<file path="src/source/line_fetch_pkg.sv">
package line_fetch_pkg;

	//////////////////////////////
	// sizes
	//////////////////////////////

	localparam int ADDR_BITS   = 12;   // byte address
	localparam int WORD_BITS   = 32;
	localparam int MEM_WORDS   = 1024;
	localparam int LINE_WORDS  = 16;
	localparam int WAIT_STATES = 2;    // extra cycles before an access takes effect

	localparam int BYTE_OFFSET_BITS = $clog2(WORD_BITS / 8);
	localparam int MEM_INDEX_BITS   = $clog2(MEM_WORDS);
	localparam int WORD_INDEX_BITS  = $clog2(LINE_WORDS);
	localparam int LINE_BYTES       = LINE_WORDS * WORD_BITS / 8;
	localparam int WAIT_COUNT_BITS  = $clog2(WAIT_STATES + 1);

	//////////////////////////////
	// types
	//////////////////////////////

	typedef logic [ADDR_BITS-1:0]       addr_t;
	typedef logic [WORD_BITS-1:0]       word_t;
	typedef logic [WORD_INDEX_BITS-1:0] word_index_t;
	typedef logic [LINE_WORDS-1:0][WORD_BITS-1:0] line_t;  // word 0 in the low bits

	typedef enum logic [1:0] {
		mem_idle,
		mem_wait,
		mem_burst
	} mem_state_t;

	// aligned base of the line that holds a byte address
	function automatic addr_t line_base(input addr_t address);
		return address & ~addr_t'(LINE_BYTES - 1);
	endfunction

endpackage

</file>
<file path="src/source/request_sequencer.sv">
module request_sequencer
	import line_fetch_pkg::*;
(
	input  logic  clock,
	input  logic  reset,
	input  logic  cmd_valid,
	input  logic  cmd_write,
	input  addr_t cmd_address,
	input  word_t cmd_data,
	input  logic  mem_ready,
	output logic  mem_enable,
	output logic  mem_read,
	output logic  mem_write,
	output addr_t mem_address,
	output word_t mem_write_data,
	output logic  cmd_busy
);

	typedef enum logic [1:0] {
		seq_empty,
		seq_pending,
		seq_issued
	} seq_state_t;

	seq_state_t state;

	assign cmd_busy = (state != seq_empty);

	//////////////////////////////
	// command holding registers
	//////////////////////////////

	always_ff @(posedge clock) begin
		if (cmd_valid && state == seq_empty) begin
			mem_address    <= cmd_address;
			mem_write_data <= cmd_data;
		end
	end

	//////////////////////////////
	// phase control
	//////////////////////////////

	always_ff @(posedge clock) begin
		if (reset) begin
			state      <= seq_empty;
			mem_enable <= 1'b0;
			mem_read   <= 1'b0;
			mem_write  <= 1'b0;
		end else begin
			mem_enable <= 1'b0;   // one-cycle pulse
			case (state)
				seq_empty: begin
					if (cmd_valid) begin
						mem_read  <= ~cmd_write;
						mem_write <= cmd_write;
						if (mem_ready) begin
							mem_enable <= 1'b1;
							state      <= seq_issued;
						end else begin
							state <= seq_pending;
						end
					end
				end
				seq_pending: begin
					if (mem_ready) begin
						mem_enable <= 1'b1;
						state      <= seq_issued;
					end
				end
				seq_issued: begin
					// ready is only trusted once the enable pulse is gone
					if (!mem_enable && mem_ready) begin
						state <= seq_empty;
					end
				end
				default: state <= seq_empty;
			endcase
		end
	end

endmodule

</file>
<file path="config.mk">
export PLATFORM = sky130hd
export DESIGN_NAME = request_sequencer
export DESIGN_NICKNAME = d
export VERILOG_FILES = /design/src/source/line_fetch_pkg.sv /design/src/source/request_sequencer.sv
export SDC_FILE = /design/constraint.sdc
export NUM_CORES = 1
export LEC_CHECK = 0
export BUFFER_PORTS_ARGS = -buffer_cell sky130_fd_sc_hd__buf_2
export CAP_MARGIN = 20
export CORE_MARGIN = 4
export CORE_UTILIZATION = 46
export CTS_BUF_LIST = sky130_fd_sc_hd__clkbuf_8
export DETAILED_ROUTE_END_ITERATION = 10
export HOLD_SLACK_MARGIN = 0.05
export PLACE_DENSITY = 0.93
export SYNTH_ARGS = -nofsm -noshare
export SYNTH_HDL_FRONTEND = slang
export SYNTH_SLANG_ARGS = --single-unit
</file>
<file path="constraint.sdc">
create_clock -name clock -period 6.1 [get_ports clock]
set_input_delay 1.525 -clock clock [delete_from_list [all_inputs] [get_ports clock]]
set_output_delay 1.525 -clock clock [all_outputs]
set_load 0.03 [all_outputs]
</file>
### Word-level counts from Yosys, hierarchy flattened

Index checks and enable logic that the tools add are counted.

* bits in read-only memories: 0
* input port bits: 49
* output and inout port bits: 48
* bits in latches: 0
* logic and storage cells: 27
* memories kept: 0
* RAM bits: 0
* flip-flop bits (word level): 49

* multiplexer cells: 8
* magnitude comparators: 0
* bitwise gates (word level): 1
* eq/ne operators: 5
* reduce and logical (&&, ||, !) cells: 7
* add/sub/neg operators: 0
* shifts and indexed selects: 0
* divide/modulo/power cells: 0
* multiply operators: 0

Operator list (count)
* 2-bit two-way mux: 4
* 2-bit inequality test (second input constant): 3
* 2-bit one-hot mux with 3 select lines: 1
* 3-bit AND reduction: 1
* 2-bit by 1-bit == test with 1-bit output (second input constant): 1
* 2-bit == test (second input constant): 1
* 1-bit logical AND: 2
* 2-bit zero test: 1
* 1-bit two-way mux: 2
* 1-bit one-hot mux with 2 select lines: 1
* 2-bit AND reduction: 1
* 2-bit nonzero test: 1
* 1-bit zero test: 1
* 1-bit inverter: 1

### Logic depth before layout (Yosys ltp)

* depth in word-level cells: 4
* gate-level depth with buffers: 3

### Least setup slack after synthesis

No wires, ideal clock.

* path type: input to register
* start: input cmd_valid
* end: register mem_read
* arrival time: 3.097 ns
* data required time: 5.985 ns
* buffers on the path: 0
* slack: 2.888 ns
* stages on the path: 3
* cell sequence: nor3b_4 > mux2i_1 > nor2_1

* cells in the longest elaborated chain, start to end: 1

Ends and longest elaborated chain
* start, declared: RTL line request_sequencer.sv:6 `input logic cmd_valid,`
* 2-bit AND reduction (no source line)
* end signal, assigned: RTL line request_sequencer.sv:55 `mem_read <= ~cmd_write;`
* end, declared: RTL line request_sequencer.sv:12 `output logic mem_read,`

No other way between the ends.
A chain may end at the register's enable or synchronous reset.

### Worst setup path in the final report

* start: register state[1]
* end: output cmd_busy

* cells in the longest elaborated chain, start to end: 1

Ends and longest elaborated chain
* start, declared: RTL line request_sequencer.sv:25 `seq_state_t state;`
* start signal, assigned: RTL line request_sequencer.sv:46 `state <= seq_empty;`
* start signal, assigned: RTL line request_sequencer.sv:59 `state <= seq_issued;`
* start signal, assigned: RTL line request_sequencer.sv:61 `state <= seq_pending;`
* 2-bit nonzero test: RTL line request_sequencer.sv:27 `assign cmd_busy = (state != seq_empty);`
* end, declared: RTL line request_sequencer.sv:16 `output logic cmd_busy`

No other way between the ends.

==> out/metrics.cfg <==
[status]
run_status = finished clean

[yosys]
count_of_state_elements_after_synthesis = 49
netlist_instances = 64
synth-seq-area-share_pct = 93.11
netlist-cell-type-count = 13
synth.cell_area_um2 = 1526
syn_avg_cell_area_um2 = 23.85
syn_nets = 113
synthesis.yosys.warnings = 0

[route]
postRouteWirelength_um = 3423
avgRoutedWirePerCell_um = 16.07
drt-initial-drc-count = 23
drt_drc_violations_left = 0
vias = 976
drtPass1Iterations = 5
detail_route.vias_per_cell = 4.582
final_antenna_net_count = 0

[setup_path]
cp-start-kind = flip-flop
endpoint_kind = output pin
worstSetupPathDepth = 2
cp_max_fo = 6
startpoint = state[1]
critical_path_top_delay_cell = sky130_fd_sc_hd__dfxtp_1
required_ps = 4580
critical-path-top-delay-family = flip-flops
max_stage_delay_ps = 370
r2r-start = state[1]
worst_path_buffer_plus_inverter_count = 1
setup.worst_path.class = reg2out
arrival_ps = 1100
r2r_cells = 4
path_cells = or2_1 -> buf_2

[cts]
post_cts_hold_buffer_count = 0
numCtsBuffers = 5
numClockSinks = 49
cts_tree = built
clock_latency_ps = 300
ctsHtreeMaxLevel = 2
clockBufferDepth = 2
post_cts_gate_resize_count = 0
post-cts-setup-buffers = 0
clock-root-buffer = sky130_fd_sc_hd__clkbuf_8
path_clk_slew_ps = 80

[timing]
tcrit_tclk_final_pct = 42.97
grt_setup_unrepaired = false
timing.setup.tns_ps = 0
final_hold_vios = 0
maxSlewViolCount = 0
setup-violations-final = 0
fin_crit_ps = 2621
max_freq_mhz = 381.5
timing.max_slew.rel_slack_pct = 63.29
tightestPinTransition_ps = 550.7
fin_skew_ps = 3.058

[layout]
flow.area_growth_from_synthesis_pct = 42.79
layout_commonest_cell = sky130_fd_sc_hd__buf_2
ratio_of_cells_with_drive_above_1_in_the_final_layout_pct = 62.13
insertedDiodeCount = 0
design.final.nets = 217
layout_common_cells = sky130_fd_sc_hd__buf_2 (96), sky130_fd_sc_hd__edfxtp_1 (44), sky130_fd_sc_hd__clkbuf_8 (5), sky130_fd_sc_hd__dfxtp_1 (5), sky130_fd_sc_hd__nor2_1 (4)
post_layout_utilization_of_the_core_pct = 70.24

[placed_design]
globalplace.congestion = 0.6240
port_buffers = 96

[floorplanning]
die_width_um = 65.61
initial_core_util_pct = 49.19
chipHeight_um = 65.61
floorplan.io_pins = 97
die_area_um2 = 4304
rows = 20
core_um2 = 3103

[power]
p_leak_nw = 0.9480
powerDensity_nw_per_um2 = 328.0
peakVddDrop_uv = 182.0

[min_path]
min_delay_path_depth = 2
min_path_type = reg2reg
min-delay-start = mem_write

[job]
reported_max_cap_violation_count = 0

[global_routing]
global_route.overflow_total = 0
grt_start_max_net_pins = 47
via_count_of_the_first_global_routing_pass = 963
antenna_found_initial = 0
grt_first_pass_wirelength_um = 5030
groute.usage.overall_pct = 16.82

[worst min-delay path: cells and delay by family (launching register included)]
kind | cells | cell delay (ps)
mux | 1 | 70
flops | 1 | 330
simple gates | 1 | 70
[stage by stage]
step | hold slack [ps] | std cells | power (mW) | cell area [um2] | setup slack [ps]
6_report | 499.1 | 213 | 0.7149 | 2180 | 3479
3_3_place_gp | 472.6 | 205 | 0.4991 | 2069 | 3457
4_1_cts | 508.8 | 213 | 0.7212 | 2180 | 3466
2_1_floorplan | 524.9 | 64 | 0.4636 | 1526 | 2888
3_5_place_dp | 485.1 | 205 | 0.5039 | 2069 | 3384
5_1_grt | 546.4 | 213 | 0.7448 | 2180 | 3437
[metal layers]
metal | global-route usage, % | share of wire [%] | vias up
met5 | 0 | 0 | -
met4 | 7.772 | 1.9 | 0
met3 | 8.034 | 13 | 6
met2 | 30.09 | 51 | 61
met1 | 16.05 | 34 | 457
li1 | - | - | 452
[kinds of logic (layout without fill, tap and decap cells)]
kind of cell | Yosys count | after routing | synth area share [%]
AND/OR/NAND/NOR | 10 | 10 | 4.427
multiplexers | 2 | 2 | 1.312
AO/OA/AOI/OAI | 2 | 2 | 0.9014
buffers and inverters | 1 | 106 | 0.2457
flip-flops | 49 | 49 | 93.12
[final timing paths]
kind,end,slack [ps]
hold reg to reg,mem_write,500
hold / removal,mem_write,500
setup / recovery,cmd_busy,3480
setup reg to reg,mem_read,4620
[cell type report]
class,instances,area [um2]
clock inverters,3,41.29
clock buffers,5,68.82
inverters,1,3.754
repair buffers,97,488.0
well taps,44,55.05
multi-input cells,14,101.3
fillers,221,923.4
flip-flops and latches,49,1421
[power breakdown]
group          switching [mW]  internal [mW]  total [mW]
registers             0.00668          0.392       0.399
logic                  0.0671         0.0288      0.0959
clock network          0.0996          0.121       0.220
total                   0.173          0.541       0.715
[registers in the layout, summed over array words and instances, names as in the netlist]
signal / count
mem_read: 1
mem_write_data: 32
mem_write: 1
state: 2
mem_enable: 1
mem_address: 12
[cells in the mapped netlist]
library cell | count | area [um2]
sky130_fd_sc_hd__mux2i_1 | 2 | 20.02
sky130_fd_sc_hd__edfxtp_1 | 44 | 1321
sky130_fd_sc_hd__or2_1 | 1 | 6.260
sky130_fd_sc_hd__o21ai_0 | 1 | 5.000
sky130_fd_sc_hd__inv_1 | 1 | 3.750
sky130_fd_sc_hd__dfxtp_1 | 5 | 100.1
sky130_fd_sc_hd__nand2b_1 | 1 | 6.260
sky130_fd_sc_hd__nor3b_4 | 1 | 18.77
sky130_fd_sc_hd__nor4_1 | 1 | 6.260
sky130_fd_sc_hd__nor2b_1 | 1 | 6.260
sky130_fd_sc_hd__a2bb2oi_1 | 1 | 8.760
sky130_fd_sc_hd__nor2_1 | 4 | 15.01
sky130_fd_sc_hd__nor4b_1 | 1 | 8.760
Note: power is estimated with default switching activity, not from simulation.
